===== src/verilog/fm_acc_pkg.sv =====
package fm_acc_pkg;

	// chip constants
	localparam int num_ch          = 6;
	localparam int op_w            = 9;
	localparam int mix_w           = 12;
	localparam int slots_per_frame = 24;

	// phases in the order the slots run
	typedef enum logic [1:0] {
		ph_s1 = 2'd0,
		ph_s3 = 2'd1,
		ph_s2 = 2'd2,
		ph_s4 = 2'd3
	} fm_phase_t;

	// one operator slot
	typedef struct packed {
		fm_phase_t  phase;
		logic [2:0] ch;
		// set on the sixth channel
		logic       ch6op;
	} fm_slot_t;

	// fm layout of a channel word
	typedef struct packed {
		logic [1:0] rl;
		logic [2:0] alg;
		logic       spare;
		logic       limiter_en;
		logic       pcm_mode;
	} fm_fm_cfg_t;

	// pcm layout, sample itself comes on the pcm port
	typedef struct packed {
		logic [1:0] rl;
		logic [3:0] unused;
		logic       limiter_en;
		logic       pcm_mode;
	} fm_pcm_cfg_t;

	// pcm_mode is bit 0 in both views
	typedef union packed {
		fm_fm_cfg_t  fm;
		fm_pcm_cfg_t pcm;
	} fm_cfg_u;

	// per slot controls out of decode
	typedef struct packed {
		logic       sum_en;
		logic [1:0] rl;
		logic       limiter_en;
		logic       pcm_sel;
		// ph_s3 slot, channel sum restarts
		logic       first;
	} fm_ctl_t;

endpackage


===== src/verilog/fm_shift_ring.sv =====
module fm_shift_ring (
	input  logic                                  clk,
	input  logic                                  clk_en,
	input  logic signed [fm_acc_pkg::op_w-1:0]    din,
	output logic signed [fm_acc_pkg::op_w-1:0]    dout
);
	import fm_acc_pkg::*;

	// one stage per channel
	logic signed [op_w-1:0] stages [num_ch];

	always_ff @(posedge clk) begin
		if (clk_en) begin
			stages[0] <= din;
			// value comes back after a full round of channels
			for (int i = 1; i < num_ch; i++) begin
				stages[i] <= stages[i-1];
			end
		end
	end

	// oldest stage is the channel now in its slot
	assign dout = stages[num_ch-1];

endmodule


===== src/verilog/fm_slot_sequencer.sv =====
module fm_slot_sequencer (
	input  logic                  clk,
	input  logic                  rst,
	input  logic                  clk_en,
	output fm_acc_pkg::fm_slot_t  slot,
	output logic                  frame_start
);
	import fm_acc_pkg::*;

	// slot number within the frame, 0 to 23
	logic [4:0] cnt;
	// first slot of the current phase
	logic [4:0] base;
	logic [4:0] offs;
	fm_phase_t  phase;

	always_ff @(posedge clk) begin
		if (rst) begin
			cnt <= '0;
		end else if (clk_en) begin
			// wrap after the last s4 slot
			if (cnt == 5'(slots_per_frame - 1)) begin
				cnt <= '0;
			end else begin
				cnt <= cnt + 5'd1;
			end
		end
	end

	// six channels per phase
	always_comb begin
		if (cnt < 5'(num_ch)) begin
			phase = ph_s1;
			base  = 5'd0;
		end else if (cnt < 5'(2 * num_ch)) begin
			phase = ph_s3;
			base  = 5'(num_ch);
		end else if (cnt < 5'(3 * num_ch)) begin
			phase = ph_s2;
			base  = 5'(2 * num_ch);
		end else begin
			phase = ph_s4;
			base  = 5'(3 * num_ch);
		end
		offs = cnt - base;
	end

	assign slot.phase = phase;
	assign slot.ch    = offs[2:0];
	// channel 6 is number 5
	assign slot.ch6op = (offs[2:0] == 3'(num_ch - 1));

	assign frame_start = (cnt == '0);

endmodule


===== src/verilog/fm_sum_decode.sv =====
module fm_sum_decode (
	input  logic                  clk,
	input  logic                  rst,
	input  logic                  clk_en,
	input  logic                  cfg_we,
	input  logic [2:0]            cfg_ch,
	input  fm_acc_pkg::fm_cfg_u   cfg_data,
	input  fm_acc_pkg::fm_slot_t  slot,
	output fm_acc_pkg::fm_ctl_t   ctl,
	output fm_acc_pkg::fm_slot_t  slot_out
);
	import fm_acc_pkg::*;

	// one config word per channel
	fm_cfg_u cfg_q [num_ch];
	fm_cfg_u word;

	// host writes land on every clock edge whether enabled or not
	always_ff @(posedge clk) begin
		if (rst) begin
			for (int i = 0; i < num_ch; i++) begin
				cfg_q[i] <= '0;
			end
		end else if (cfg_we && (cfg_ch < 3'(num_ch))) begin
			cfg_q[cfg_ch] <= cfg_data;
		end
	end

	// word of the channel in its slot
	assign word = cfg_q[slot.ch];

	always_comb begin
		ctl       = '0;
		ctl.first = (slot.phase == ph_s3);
		// pcm only honored on channel 6
		ctl.pcm_sel = slot.ch6op && word.pcm.pcm_mode;
		if (ctl.pcm_sel) begin
			// pcm view sums no operator
			ctl.rl         = word.pcm.rl;
			ctl.limiter_en = word.pcm.limiter_en;
			ctl.sum_en     = 1'b0;
		end else begin
			ctl.rl         = word.fm.rl;
			ctl.limiter_en = word.fm.limiter_en;
			// carrier operators per algorithm
			case (word.fm.alg)
				3'd4:       ctl.sum_en = (slot.phase == ph_s2) || (slot.phase == ph_s4);
				3'd5, 3'd6: ctl.sum_en = (slot.phase != ph_s1);
				3'd7:       ctl.sum_en = 1'b1;
				// algorithms 0 to 3 sum only the last operator
				default:    ctl.sum_en = (slot.phase == ph_s4);
			endcase
		end
	end

	// slot passes through unchanged
	assign slot_out = slot;

endmodule


===== src/verilog/fm_channel_acc.sv =====
module fm_channel_acc (
	input  logic                               clk,
	input  logic                               rst,
	input  logic                               clk_en,
	input  fm_acc_pkg::fm_slot_t               slot,
	input  fm_acc_pkg::fm_ctl_t                ctl,
	input  logic signed [8:0]                  op_result,
	input  logic [8:0]                         pcm,
	output logic signed [8:0]                  ch_done,
	output logic [1:0]                         rl_done,
	output fm_acc_pkg::fm_slot_t               slot_out
);
	import fm_acc_pkg::*;

	// running channel sum, comes back at the channel's next slot
	logic signed [op_w-1:0] total;
	logic signed [op_w-1:0] opsum;
	logic signed [op_w-1:0] next_op;
	// one extra bit to catch overflow
	logic signed [op_w:0]   opsum10;
	logic signed [op_w-1:0] done_in;
	logic signed [op_w-1:0] done_out;
	// pan captured with the finished sum
	logic [1:0]             pan_mem [num_ch];

	// operators outside the algorithm's carriers count as zero
	assign next_op = ctl.sum_en ? op_result : '0;
	assign opsum10 = {next_op[op_w-1], next_op} + {total[op_w-1], total};

	always_comb begin
		if (ctl.first) begin
			// fresh sum, pcm is offset binary so flip the msb
			if (ctl.pcm_sel) begin
				opsum = {~pcm[8], pcm[7:0]};
			end else begin
				opsum = next_op;
			end
		end else if (ctl.sum_en) begin
			if (ctl.limiter_en && (opsum10[op_w] != opsum10[op_w-1])) begin
				// clamp to -256 or 255
				opsum = opsum10[op_w] ? 9'sh100 : 9'sh0ff;
			end else begin
				// tenth bit dropped, value wraps
				opsum = opsum10[op_w-1:0];
			end
		end else begin
			opsum = total;
		end
	end

	fm_shift_ring sum_ring_inst (
		.clk    (clk),
		.clk_en (clk_en),
		.din    (opsum),
		.dout   (total)
	);

	// at the first slot total holds last frame's finished sum
	assign done_in = ctl.first ? total : done_out;

	fm_shift_ring done_ring_inst (
		.clk    (clk),
		.clk_en (clk_en),
		.din    (done_in),
		.dout   (done_out)
	);

	// pan stored per channel next to the done value
	always_ff @(posedge clk) begin
		if (clk_en && !rst && ctl.first) begin
			pan_mem[slot.ch] <= ctl.rl;
		end
	end

	// s3 slots hand over the fresh value directly
	assign ch_done = done_in;
	assign rl_done = ctl.first ? ctl.rl : pan_mem[slot.ch];

	assign slot_out = slot;

endmodule


===== src/verilog/fm_output_mixer.sv =====
module fm_output_mixer (
	input  logic                                   clk,
	input  logic                                   rst,
	input  logic                                   clk_en,
	input  fm_acc_pkg::fm_slot_t                   slot,
	input  logic signed [fm_acc_pkg::op_w-1:0]     ch_done,
	input  logic [1:0]                             rl_done,
	output logic signed [fm_acc_pkg::mix_w-1:0]    left,
	output logic signed [fm_acc_pkg::mix_w-1:0]    right,
	output logic                                   sample,
	output logic [fm_acc_pkg::op_w-1:0]            mux_left,
	output logic [fm_acc_pkg::op_w-1:0]            mux_right,
	output logic                                   mux_sample
);
	import fm_acc_pkg::*;

	logic signed [mix_w-1:0] ext;
	logic signed [mix_w-1:0] add_l;
	logic signed [mix_w-1:0] add_r;
	logic signed [mix_w-1:0] pre_left;
	logic signed [mix_w-1:0] pre_right;
	// completed frames since reset, stops at 2
	logic [1:0]              warm;
	logic                    last_slot;
	logic                    s3_first;
	logic                    s2_first;
	logic [1:0]              mux_cnt;
	// previous slot, so the mux visits every channel
	logic signed [op_w-1:0]  prev_done;
	logic [1:0]              prev_rl;
	logic signed [op_w-1:0]  pick_done;
	logic [1:0]              pick_rl;
	logic                    use_prev;

	assign ext   = {{(mix_w - op_w){ch_done[op_w-1]}}, ch_done};
	assign add_l = rl_done[1] ? ext : '0;
	assign add_r = rl_done[0] ? ext : '0;

	assign last_slot = (slot.phase == ph_s4) && slot.ch6op;
	assign s3_first  = (slot.phase == ph_s3) && (slot.ch == 3'd0);
	assign s2_first  = (slot.phase == ph_s2) && (slot.ch == 3'd0);

	// slots 3 and 7 and 11 fall in s1 or s3, step back one channel there
	assign use_prev  = (slot.phase == ph_s1) || (slot.phase == ph_s3);
	assign pick_done = use_prev ? prev_done : ch_done;
	assign pick_rl   = use_prev ? prev_rl : rl_done;

	// stereo sum over the s3 phase
	always_ff @(posedge clk) begin
		if (clk_en && (slot.phase == ph_s3)) begin
			if (s3_first) begin
				pre_left  <= add_l;
				pre_right <= add_r;
			end else begin
				pre_left  <= pre_left + add_l;
				pre_right <= pre_right + add_r;
			end
		end
		if (clk_en) begin
			prev_done <= ch_done;
			prev_rl   <= rl_done;
		end
	end

	always_ff @(posedge clk) begin
		if (rst) begin
			left       <= '0;
			right      <= '0;
			sample     <= 1'b0;
			mux_left   <= '0;
			mux_right  <= '0;
			mux_sample <= 1'b0;
			mux_cnt    <= '0;
			warm       <= '0;
		end else begin
			// pulses last one clock
			sample     <= 1'b0;
			mux_sample <= 1'b0;
			if (clk_en) begin
				if (last_slot && (warm != 2'd2)) begin
					warm <= warm + 2'd1;
				end
				// first frame after reset holds no valid sums
				if (s2_first && (warm != 2'd0)) begin
					left   <= pre_left;
					right  <= pre_right;
					sample <= 1'b1;
				end
				mux_cnt <= mux_cnt + 2'd1;
				// done ring settles one frame later
				if ((mux_cnt == 2'd3) && (warm == 2'd2)) begin
					mux_left   <= pick_rl[1] ? pick_done : '0;
					mux_right  <= pick_rl[0] ? pick_done : '0;
					mux_sample <= 1'b1;
				end
			end
		end
	end

endmodule


===== src/verilog/fm_acc_top.sv =====
module fm_acc_top (
	input  logic                                  clk,
	input  logic                                  rst,
	input  logic                                  clk_en,
	input  logic signed [fm_acc_pkg::op_w-1:0]    op_result,
	input  logic [fm_acc_pkg::op_w-1:0]           pcm,
	input  logic                                  cfg_we,
	input  logic [2:0]                            cfg_ch,
	input  fm_acc_pkg::fm_cfg_u                   cfg_data,
	output logic signed [fm_acc_pkg::mix_w-1:0]   left,
	output logic signed [fm_acc_pkg::mix_w-1:0]   right,
	output logic                                  sample,
	output logic [fm_acc_pkg::op_w-1:0]           mux_left,
	output logic [fm_acc_pkg::op_w-1:0]           mux_right,
	output logic                                  mux_sample
);
	import fm_acc_pkg::*;

	// sequencer to decode
	fm_slot_t               seq_slot;
	// decode to execute
	fm_slot_t               dec_slot;
	fm_ctl_t                ctl;
	// execute to result
	fm_slot_t               acc_slot;
	logic signed [op_w-1:0] ch_done;
	logic [1:0]             rl_done;

	fm_slot_sequencer fm_slot_sequencer_inst (
		.clk         (clk),
		.rst         (rst),
		.clk_en      (clk_en),
		.slot        (seq_slot),
		.frame_start ()
	);

	fm_sum_decode fm_sum_decode_inst (
		.clk      (clk),
		.rst      (rst),
		.clk_en   (clk_en),
		.cfg_we   (cfg_we),
		.cfg_ch   (cfg_ch),
		.cfg_data (cfg_data),
		.slot     (seq_slot),
		.ctl      (ctl),
		.slot_out (dec_slot)
	);

	fm_channel_acc fm_channel_acc_inst (
		.clk       (clk),
		.rst       (rst),
		.clk_en    (clk_en),
		.slot      (dec_slot),
		.ctl       (ctl),
		.op_result (op_result),
		.pcm       (pcm),
		.ch_done   (ch_done),
		.rl_done   (rl_done),
		.slot_out  (acc_slot)
	);

	fm_output_mixer fm_output_mixer_inst (
		.clk        (clk),
		.rst        (rst),
		.clk_en     (clk_en),
		.slot       (acc_slot),
		.ch_done    (ch_done),
		.rl_done    (rl_done),
		.left       (left),
		.right      (right),
		.sample     (sample),
		.mux_left   (mux_left),
		.mux_right  (mux_right),
		.mux_sample (mux_sample)
	);

endmodule


===== config.mk =====
export PLATFORM = sky130hd
export DESIGN_NAME = fm_acc_top
export DESIGN_NICKNAME = d
export VERILOG_FILES = /design/src/verilog/fm_acc_pkg.sv /design/src/verilog/fm_shift_ring.sv /design/src/verilog/fm_slot_sequencer.sv /design/src/verilog/fm_sum_decode.sv /design/src/verilog/fm_channel_acc.sv /design/src/verilog/fm_output_mixer.sv /design/src/verilog/fm_acc_top.sv
export SDC_FILE = /design/constraint.sdc
export NUM_CORES = 1
export LEC_CHECK = 0
export ABC_AREA = 1
export BUFFER_PORTS_ARGS = -buffer_cell sky130_fd_sc_hd__buf_4
export CORE_ASPECT_RATIO = 1.25
export CORE_UTILIZATION = 38
export CTS_BUF_LIST = sky130_fd_sc_hd__clkbuf_4 sky130_fd_sc_hd__clkbuf_8
export DETAILED_ROUTE_END_ITERATION = 16
export HOLD_SLACK_MARGIN = 0.02
export SLEW_MARGIN = 30
export SYNTH_ARGS = -nofsm -noshare
export SYNTH_HDL_FRONTEND = slang
export SYNTH_HIERARCHICAL = 1
export SYNTH_SLANG_ARGS = --single-unit

===== constraint.sdc =====
create_clock -name clk -period 4.2 [get_ports clk]
set_input_delay 0.84 -clock clk [delete_from_list [all_inputs] [get_ports clk]]
set_output_delay 0.84 -clock clk [all_outputs]
set_load 0.005 [all_outputs]

Word-level counts from Yosys, hierarchy flattened
Memory sizes are Yosys's and may differ from the RTL's.
Cells that the tools add are included.
{"block": "totals", "reg_bits": 88, "ramBits": 168, "inputBits": 33, "mem_count": 4}
{"memory": "fm_channel_acc_inst.done_ring_inst.stages", "words": 6, "word_bits": 9, "read_ports": 6, "rd_ports_with_merged_regs": 0, "wr": 6, "line_no": "fm_shift_ring.sv:10", "text": "logic signed [op_w-1:0] stages [num_ch];"}
{"memory": "fm_channel_acc_inst.sum_ring_inst.stages", "words": 6, "word_bits": 9, "read_ports": 6, "rd_ports_with_merged_regs": 0, "wr": 6, "line_no": "fm_shift_ring.sv:10"}
{"memory": "fm_sum_decode_inst.cfg_q", "words": 6, "word_bits": 8, "read_ports": 1, "rd_ports_with_merged_regs": 0, "wr": 6, "line_no": "fm_sum_decode.sv:15", "text": "fm_cfg_u cfg_q [num_ch];"}
{"memory": "fm_channel_acc_inst.pan_mem", "words": 6, "word_bits": 2, "read_ports": 1, "rd_ports_with_merged_regs": 0, "wr": 1, "line_no": "fm_channel_acc.sv:24", "text": "logic [1:0] pan_mem [num_ch];"}
{"block": "classes", "addsub": 7, "order_cmp": 4, "n_eq_ne": 13, "muxes": 39, "n_bitwise": 2, "reduce_logical": 25}
{"cell": "two-way mux 9 bit", "n": 10}
{"cell": "two-way mux 12 bit", "n": 4}
{"cell": "adder 12 bit", "n": 2}
{"cell": "equality test 3 bit (second input constant)", "n": 5}
{"cell": "two-way mux 1 bit", "n": 13}
{"cell": "logical AND 1 bit", "n": 12}
{"cell": "two-way mux 3 bit", "n": 4}
{"cell": "adder 9 x 9 -> 10 bit", "n": 1}
{"cell": "equality test 2 bit (second input constant)", "n": 4}
{"cell": "two-way mux 2 bit", "n": 4}
{"cell": "two-way mux 8 bit", "n": 1}
{"cell": "OR reduction 8 bit", "n": 1}
{"cell": "AND reduction 2 bit", "n": 3}
{"cell": "adder 5 x 1 -> 5 bit (second input constant)", "n": 1}
{"cell": "equality test 5 bit (second input constant)", "n": 1}
{"cell": "less-than comparator 5 x 3 -> 1 bit (second input constant)", "n": 1}
{"cell": "less-than comparator 5 x 4 -> 1 bit (second input constant)", "n": 1}
{"cell": "less-than comparator 5 bit (second input constant)", "n": 1}
{"cell": "two-way mux 5 bit", "n": 1}
{"cell": "adder 2 x 1 -> 2 bit (second input constant)", "n": 2}
{"cell": "two-way mux 4 bit", "n": 1}
{"cell": "nonzero test 2 bit", "n": 2}
{"cell": "OR reduction 2 bit", "n": 2}
{"cell": "zero test 3 bit", "n": 1}
{"cell": "other kinds (10)", "n": 12}

Depth between registers and ports, before layout
Gate-level depths: netlist of the first run.
An unclocked memory read counts as a cell.
{"block": "logic_depth", "ltp_word": 17, "ltp_mapped": 34}

Modules after synthesis
The synthesis of the first run kept the hierarchy.
{"module": "fm_output_mixer", "instances": 1, "cells_each": 615, "area_per_inst_um2": 4551.9, "seq_area_each_um2": 2011.9}
{"module": "fm_shift_ring", "instances": 2, "cells_each": 54, "area_per_inst_um2": 1621.6, "seq_area_each_um2": 1621.6}
{"module": "fm_sum_decode", "instances": 1, "cells_each": 256, "area_per_inst_um2": 2602.5, "seq_area_each_um2": 1681.6}
{"module": "fm_channel_acc", "instances": 1, "cells_each": 260, "area_per_inst_um2": 1604.0, "seq_area_each_um2": 360.3}
{"module": "fm_slot_sequencer", "instances": 1, "cells_each": 55, "area_per_inst_um2": 390.4, "seq_area_each_um2": 100.1}

Worst setup path after synthesis of the first run
No wires, ideal clock.
{"block": "synth_timing", "path_type": "register to register", "from": "register fm_slot_sequencer_inst.cnt[4]", "to": "register fm_output_mixer_inst.pre_left[8] (data pin)", "setup_ns": 0.255, "t_arrival_ns": 4.021, "slack_ns": -0.076, "path_stages_with_launch": 27, "synth_period_minus_slack_ns": 4.276, "cell_sequence": "dfxtp_1 -> nor2_1 -> nand2_2 -> a21boi_0 -> ha_1 -> inv_1 -> buf_2 -> o21ai_0 -> o22ai_1 -> nor2_1 -> a31oi_1 -> nor2_1 -> a31oi_1 -> clkbuf_1 -> nand2_1 -> inv_1 -> ha_1 -> inv_1 -> fa_1 -> inv_1 -> nand3_1 -> nand3_1 -> nand2_1 -> nand2_1 -> nand2_1 -> nand3_1 -> nand2_1"}
{"item": "start: declaration", "line_no": "fm_slot_sequencer.sv:11", "text": "logic [4:0] cnt;"}
{"item": "start signal: assignment", "line_no": "fm_slot_sequencer.sv:25", "text": "cnt <= cnt + 5'd1;"}
{"item": "end signal: assignment", "line_no": "fm_output_mixer.sv:52", "text": "pre_left <= add_l;"}
{"item": "end signal: assignment", "line_no": "fm_output_mixer.sv:55", "text": "pre_left <= pre_left + add_l;"}
{"item": "end: declaration", "line_no": "fm_output_mixer.sv:20", "text": "logic signed [mix_w-1:0] pre_left;"}

==> out/qor.csv, run 1 <==
stage;metric;value;unit
floorplanning;initial core utilization;38.7;%
layout;n_diodes;0;
routing;Via Count;8766;
synth;post-synthesis average cell area;9.59;um2
sta;Fin Clk Skew;0.0247;ns
clocking;hold_buf cts;0;
routing;Max Used Layer;met4;
setup_path;Setup crit end kind;register;
clocking;H-tree Lvls;2;
hold_path;Hold Crit Start;fm_channel_acc_inst/sum_ring_inst/stages[3][1]$_DFFE_PP_;
setup_path;Worst EP arrival;4.20;ns
routing;final WL;25700;um
routing;WL/cell;13.8;um
layout;commonest non-fill, non-tap cells in the layout;nand2_1, edfxtp_1, nor2_1, inv_1, buf_4;
setup_path;RR Endpoint;fm_output_mixer_inst/pre_right[8]$_DFFE_PP_;
floorplanning;overall die height;204;um
layout;Finished Layout Cells;1855;
sta;Setup-failing EPs final;0;
layout;most common cell after layout, fill and taps aside;nand2_1;
layout;layout net count;1480;
sta;Final Max Tran Viols;0;
hold_path;Hold Path Sink;fm_channel_acc_inst/sum_ring_inst/stages[4][1]$_DFFE_PP_;
hold_path;hold crit path type;reg2reg;
floorplanning;cell row count;73;
routing;DRT iter0 DRCs;535;
synth;Synth Cell Area;0.0124;mm2
hold_path;hold path cells;0;
floorplanning;die area;0.0333;mm2
routing;DRT Pass-1 Iters;5;
global_route;GRT overflow;0;
clocking;CTS tree;yes;
power_and_ir_drop;Max IR drop VDD;0.000271;V
routing;number of remaining DRC errors;0;
layout;layout cells sized above 1;18.6;%
setup_path;Data required, critical path;4.50;ns
routing;via/cell ratio;4.73;
floorplanning;core area;0.0320;mm2
clocking;Bufs on Longest Clock Path;3;
synth;Cells after Synth;1292;
clocking;total clock sinks;264;
global_route;All-Layer GR Usage;16.1;%
routing;Routed Antenna Nets;0;
global_route;initial antenna violation count;0;
setup_path;r2r setup slk;0.30;ns
sta;Max Freq;256;MHz
placement;placed cells;1771;
setup_path;critical path class;reg2reg;
routing;routed length on met1;11100;um
floorplanning;die width;163;um
global_route;largest net degree at the start of global routing;119;
layout;number of fillers in the final layout;3100;
clocking;clock buffer count from CTS;44;
layout;layout overhead on the synthesized area;18.2;%
setup_path;Reg2Reg Depth;26;
sta;Slew @ Worst Pin;0.785;ns
sta;final hold vios;0;
layout;Seq. cell area;0.00740;mm2
placement;dpl hpwl;17300;um
layout;Multi-input gate area;0.00440;mm2
setup_path;FF-to-FF Start;fm_slot_sequencer_inst/cnt[4]$_SDFFE_PP0P_;
routing;DR WL met3;1050;um
clocking;Worst-path clk slew;0.06;ns
clocking;worst-skew pair later-pin latency;0.57;ns
placement;global placer's final weighted congestion;0.823;
run;Max Cap Viol;0;
sta;fin crit period;3.90;ns
synth;Yosys warnings;6;
setup_path;Crit Path Max Fanout;10;
placement;Port-buffer cells;75;
floorplanning;Ports;77;
clocking;Root Buffer;clkbuf_8;
global_route;first-pass GRT wire length;42300;um
routing;WL met2;12700;um
power_and_ir_drop;Power Dens Cells;426;mW/mm2
power_and_ir_drop;leakage power;6.20;nW
setup_path;critical path startpoint category;register;
outcome;status;finished, final reports clean;
sta;final period utilization;92.8;%
sta;RSZ-0062 raised after global routing;no;
sta;Rel. slew slack;47.6;%
sta;hold_ws;0.416;ns
global_route;vias in the first global route;8663;
-- sequential cells by signal, summed over array words and instances, names as in the netlist, 12 cells and up --
signal / cells
fm_output_mixer_inst/right: 12
fm_channel_acc_inst/done_ring_inst/stages: 54
fm_channel_acc_inst/pan_mem: 12
fm_channel_acc_inst/sum_ring_inst/stages: 54
fm_output_mixer_inst/pre_right: 12
fm_sum_decode_inst/cfg_q: 56
fm_output_mixer_inst/pre_left: 12
fm_output_mixer_inst/left: 12
-- per-stage QoR --
stage / power, mW / cell area (um2) / worst slack [ns] / utilization, % / setup TNS (ns)
2_1_floorplan: 3.50 / 12400 / 0.0831 / - / 0
3_3_place_gp: 3.69 / 13500 / -0.0489 / 42.1 / -0.272
3_5_place_dp: 3.70 / 13500 / -0.0615 / 42.1 / -0.400
4_1_cts: 6.29 / 14500 / 0.0350 / 45.3 / 0
5_1_grt: 6.54 / 14600 / 0.00533 / 45.8 / 0
6_report: 6.23 / 14600 / 0.300 / 45.8 / 0
-- report_power, final --
part / internal (mW) / total, mW / leakage, nW / switching [mW]
registers: 2.98 / 3.02 / 2.46 / 0.0371
logic: 0.234 / 0.656 / 3.21 / 0.422
clock network: 1.52 / 2.56 / 0.537 / 1.04
total: 4.73 / 6.23 / 6.20 / 1.50
-- metal layers --
metal	GRT usage [%]	vias up
met1	19.6	4080
li1	-	4490
met2	27.6	139
met3	3.02	57
met4	6.81	0
met5	0	-
-- worst max-delay path by stage --
stage / startpoint / end / slack (ns) / depth (start not counted)
after global placement: fm_slot_sequencer_inst/cnt[2]$_SDFFE_PP0P_ / fm_channel_acc_inst/sum_ring_inst/stages[0][4]$_DFFE_PP_ / -0.05 / 30
after detailed placement: fm_slot_sequencer_inst/cnt[2]$_SDFFE_PP0P_ / fm_channel_acc_inst/sum_ring_inst/stages[0][7]$_DFFE_PP_ / -0.06 / 29
after floorplan: fm_slot_sequencer_inst/cnt[4]$_SDFFE_PP0P_ / fm_output_mixer_inst/pre_left[8]$_DFFE_PP_ / 0.08 / 26
final: fm_slot_sequencer_inst/cnt[4]$_SDFFE_PP0P_ / fm_output_mixer_inst/pre_right[8]$_DFFE_PP_ / 0.30 / 26
after global routing: fm_slot_sequencer_inst/cnt[4]$_SDFFE_PP0P_ / fm_output_mixer_inst/pre_left[6]$_DFFE_PP_ / 0.005 / 24
after CTS: fm_slot_sequencer_inst/cnt[4]$_SDFFE_PP0P_ / fm_channel_acc_inst/sum_ring_inst/stages[0][4]$_DFFE_PP_ / 0.03 / 30
-- critical path, cell delays in order, from the launching register on --
cell      delay, ns
dfxtp_1        0.35
nor2_1         0.13
nand2_2        0.09
a21boi_2       0.17
ha_1           0.31
inv_2          0.08
inv_4          0.09
buf_8          0.14
o21ai_0        0.09
o22ai_1        0.15
nor2_1         0.07
a31oi_2        0.19
nor2_1         0.09
a41oi_2        0.21
nand2_1        0.12
inv_1          0.08
ha_1           0.15
inv_1          0.05
fa_1           0.40
inv_1          0.11
nand3_1        0.07
nand3_1        0.14
nand2_1        0.11
nand2_1        0.08
nand2_1        0.04
nand3_1        0.07
nand2_1        0.06
-- timing repair --
action                     CTS  global route
pin swaps                    0             7
setup buffers                0             1
gates cloned                 0             1
gates resized for setup      3            42
setup endpoints to repair   11            26
-- final cells by class --
| cell class | instances | area share, % |
|---|---|---|
| Inverter | 128 | 3.32 |
| Clock buffer | 65 | 5.34 |
| Multi-Input combinational cell | 866 | 30.1 |
| Sequential cell | 264 | 50.6 |
| Tap cell | 412 | 3.52 |
| Timing Repair Buffer | 103 | 5.60 |
| Clock inverter | 17 | 1.56 |
(Power assumes the default switching activity.)
==> inputs of run 2 (changes only) <==
--- a/config.mk
+++ b/config.mk
@@ -5,12 +5,11 @@
 export SDC_FILE = /design/constraint.sdc
 export NUM_CORES = 1
 export LEC_CHECK = 0
-export ABC_AREA = 1
-export BUFFER_PORTS_ARGS = -buffer_cell sky130_fd_sc_hd__buf_4
 export CORE_ASPECT_RATIO = 1.25
 export CORE_UTILIZATION = 38
 export CTS_BUF_LIST = sky130_fd_sc_hd__clkbuf_4 sky130_fd_sc_hd__clkbuf_8
 export DETAILED_ROUTE_END_ITERATION = 16
+export DONT_BUFFER_PORTS = 1
 export HOLD_SLACK_MARGIN = 0.02
 export SLEW_MARGIN = 30
 export SYNTH_ARGS = -nofsm -noshare
==> out/qor.csv, run 2 <==
stage;metric;value;unit;change
outcome;status;finished, violations left;;
outcome;failing checks;negative setup slack;;
layout;layout overhead on the synthesized area;18.6;%;
clocking;clock buffer count from CTS;42;;-4.5%
clocking;Worst-path clk slew;0.06;ns;about the same
routing;via/cell ratio;5.06;;+7.0%
sta;Fin Clk Skew;0.0307;ns;+0.00598 ns
layout;commonest non-fill, non-tap cells in the layout;edfxtp_1, nor2_1, nand2_1, buf_4, a21oi_1;;
sta;RSZ-0062 raised after global routing;yes;;
power_and_ir_drop;Power Dens Cells;431;mW/mm2;+1.3%
layout;layout cells sized above 1;24.0;%;+5.4 points
sta;final period utilization;102;%;+8.8 points
sta;Max Freq;234;MHz;-8.6%
clocking;CTS tree;yes;;
sta;fin crit period;4.27;ns;+0.368 ns
routing;WL met2;12700;um;+0.53%
layout;max FFs per register;56;;unchanged
global_route;initial antenna violation count;0;;unchanged
setup_path;Setup crit end kind;register;;
global_route;first-pass GRT wire length;39100;um;-7.6%
layout;Seq. cell area;0.00741;mm2;about the same
layout;number of fillers in the final layout;2809;;-9.4%
clocking;Root Buffer;clkbuf_8;;
floorplanning;die area;0.0319;mm2;-4.4%
sta;setup ws final;-0.0673;ns;-0.368 ns
routing;Via Count;7426;;-15%
routing;DR WL met3;1090;um;+3.3%
power_and_ir_drop;leakage power;5.12;nW;-17%
clocking;hold_buf cts;0;;unchanged
setup_path;Crit Path Max Fanout;8;;-2
clocking;worst-skew pair later-pin latency;0.58;ns;about the same
global_route;All-Layer GR Usage;15.8;%;-0.31 points
setup_path;FF-to-FF Start;fm_slot_sequencer_inst/cnt[3]$_SDFFE_PP0P_;;
floorplanning;die width;160;um;-2.2%
synth;post-synthesis average cell area;12.6;um2;+31%
layout;top flop regs;fm_sum_decode_inst/cfg_q: 56 flops, fm_channel_acc_inst/done_ring_inst/stages: 54 flops, fm_channel_acc_inst/sum_ring_inst/stages: 54 flops;;
synth;Cells after Synth;943;;-27%
hold_path;hold crit path type;in2reg;;
global_route;vias in the first global route;7388;;-15%
floorplanning;core area;0.0304;mm2;-5.0%
setup_path;critical path startpoint category;register;;
floorplanning;overall die height;199;um;-2.2%
power_and_ir_drop;total power;6.05;mW;-2.8%
floorplanning;Ports;77;;unchanged
clocking;total clock sinks;264;;unchanged
sta;Final Max Tran Viols;0;;unchanged
floorplanning;cell row count;71;;-2.7%
setup_path;r2r setup slk;-0.07;ns;-0.37 ns
setup_path;worst setup path end;fm_channel_acc_inst/sum_ring_inst/stages[0][7]$_DFFE_PP_;;
power_and_ir_drop;Max IR drop VDD;0.000273;V;+0.64%
setup_path;Reg2Reg Depth;19;;-27%
setup_path;Data required, critical path;4.49;ns;about the same
clocking;H-tree Lvls;2;;unchanged
layout;final core utilization;46.2;%;+0.41 points
routing;DRT Pass-1 Iters;4;;-1
global_route;GRT overflow;0;;unchanged
synth;Synth Cell Area;0.0118;mm2;-4.4%
placement;Port-buffer cells;0;;-100%
routing;WL/cell;17.1;um;+24%
routing;number of remaining DRC errors;0;;unchanged
sta;hold_ws;0.333;ns;-0.0829 ns
layout;Post-Layout Inst Area;0.0140;mm2;-4.1%
setup_path;critical path class;reg2reg;;
floorplanning;initial core utilization;39.0;%;+0.22 points
routing;DRT iter0 DRCs;454;;-15%
sta;Slew @ Worst Pin;0.887;ns;+0.101 ns
routing;Max Used Layer;met4;;
layout;most common cell after layout, fill and taps aside;edfxtp_1;;
placement;Placement Cell Area;0.0127;mm2;-5.4%
layout;Multi-input gate area;0.00437;mm2;-0.65%
synth;Yosys warnings;6;;unchanged
placement;global placer's final weighted congestion;0.831;;+0.94%
setup_path;RR Endpoint;fm_channel_acc_inst/sum_ring_inst/stages[0][7]$_DFFE_PP_;;
setup_path;Critical Path Source;fm_slot_sequencer_inst/cnt[3]$_SDFFE_PP0P_;;
routing;final WL;25100;um;-2.1%
sta;final hold vios;0;;unchanged
clocking;Bufs on Longest Clock Path;3;;unchanged
sta;Rel. slew slack;40.7;%;-6.9 points
layout;Reg with most FFs;fm_sum_decode_inst/cfg_q;;
setup_path;Worst EP arrival;4.56;ns;+0.36 ns
routing;routed length on met1;10800;um;-2.8%
routing;Routed Antenna Nets;0;;unchanged
global_route;largest net degree at the start of global routing;132;;+11%
run;Max Cap Viol;0;;unchanged
placement;dpl hpwl;16400;um;-4.9%
layout;layout net count;1106;;-25%
sta;Setup-failing EPs final;8;;+8
[run 2: timing repair]
item,in CTS,in global routing
hold endpoints to repair,0,0
gates cloned,0,0
setup buffers,2,9
pin swaps,0,28
endpoints found under the setup margin,18,22
resized for setup,5,63
[run 2: per-layer routing]
layer | GRT usage, % | vias to the layer above
met5 | 0 | -
met4 | 5.29 | 0
met3 | 3.63 | 43
met2 | 28.0 | 116
met1 | 18.8 | 3621
li1 | - | 3646
[run 2: area by class of cell]
class                   count  area share [%]
flip-flops and latches    264            52.8
multi-input cells         604            31.2
clock buffers              58            5.24
repair buffers             82            4.69
well taps                 401            3.58
clock inverters            20            1.45
inverters                  39            1.08
diodes                      1          0.0178
[run 2: stage by stage]
stage          cells  setup TNS (ns)  setup slack [ns]
3_5_place_dp    1381           -1.07            -0.140
4_1_cts         1461          -0.857            -0.115
5_1_grt         1468           -2.38            -0.266
2_1_floorplan    956           -1.50            -0.190
6_report        1469          -0.392           -0.0673
3_3_place_gp    1381          -0.630           -0.0806
[run 2: power by group]
| group | internal (mW) | switching (mW) |
|---|---|---|
| Sequential | 2.97 | 0.0397 |
| Combinational | 0.306 | 0.325 |
| Clock | 1.39 | 1.02 |
| Total | 4.67 | 1.38 |
[run 2: critical path, cell delays in order (launching register included)]
cell,delay (ns)
dfxtp_2,0.32
inv_2,0.07
a21oi_2,0.06
o221ai_2,0.23
ha_4,0.26
inv_6,0.08
mux4_2,0.30
maj3_2,0.34
o21ai_2,0.17
a21oi_4,0.11
and2_4,0.16
ha_4,0.15
fa_2,0.36
a211oi_4,0.28
nor3_2,0.08
o22a_1,0.23
and3_1,0.19
a311o_2,0.40
a21oi_2,0.15
nor2_2,0.06
[run 2: worst min path at each step]
stage,startpoint,end,slack (ns),cells past startpoint
after floorplan,fm_channel_acc_inst/done_ring_inst/stages[0][0]$_DFFE_PP_,fm_channel_acc_inst/done_ring_inst/stages[1][0]$_DFFE_PP_,0.40,0
after detailed placement,fm_channel_acc_inst/done_ring_inst/stages[3][4]$_DFFE_PP_,fm_channel_acc_inst/done_ring_inst/stages[4][4]$_DFFE_PP_,0.40,0
after CTS,rst,fm_output_mixer_inst/left[1]$_SDFFE_PP0P_,0.29,1
after global routing,rst,fm_output_mixer_inst/left[6]$_SDFFE_PP0P_,0.29,1
after global placement,fm_channel_acc_inst/done_ring_inst/stages[1][3]$_DFFE_PP_,fm_channel_acc_inst/done_ring_inst/stages[2][3]$_DFFE_PP_,0.40,0
final,rst,fm_output_mixer_inst/left[5]$_SDFFE_PP0P_,0.33,1
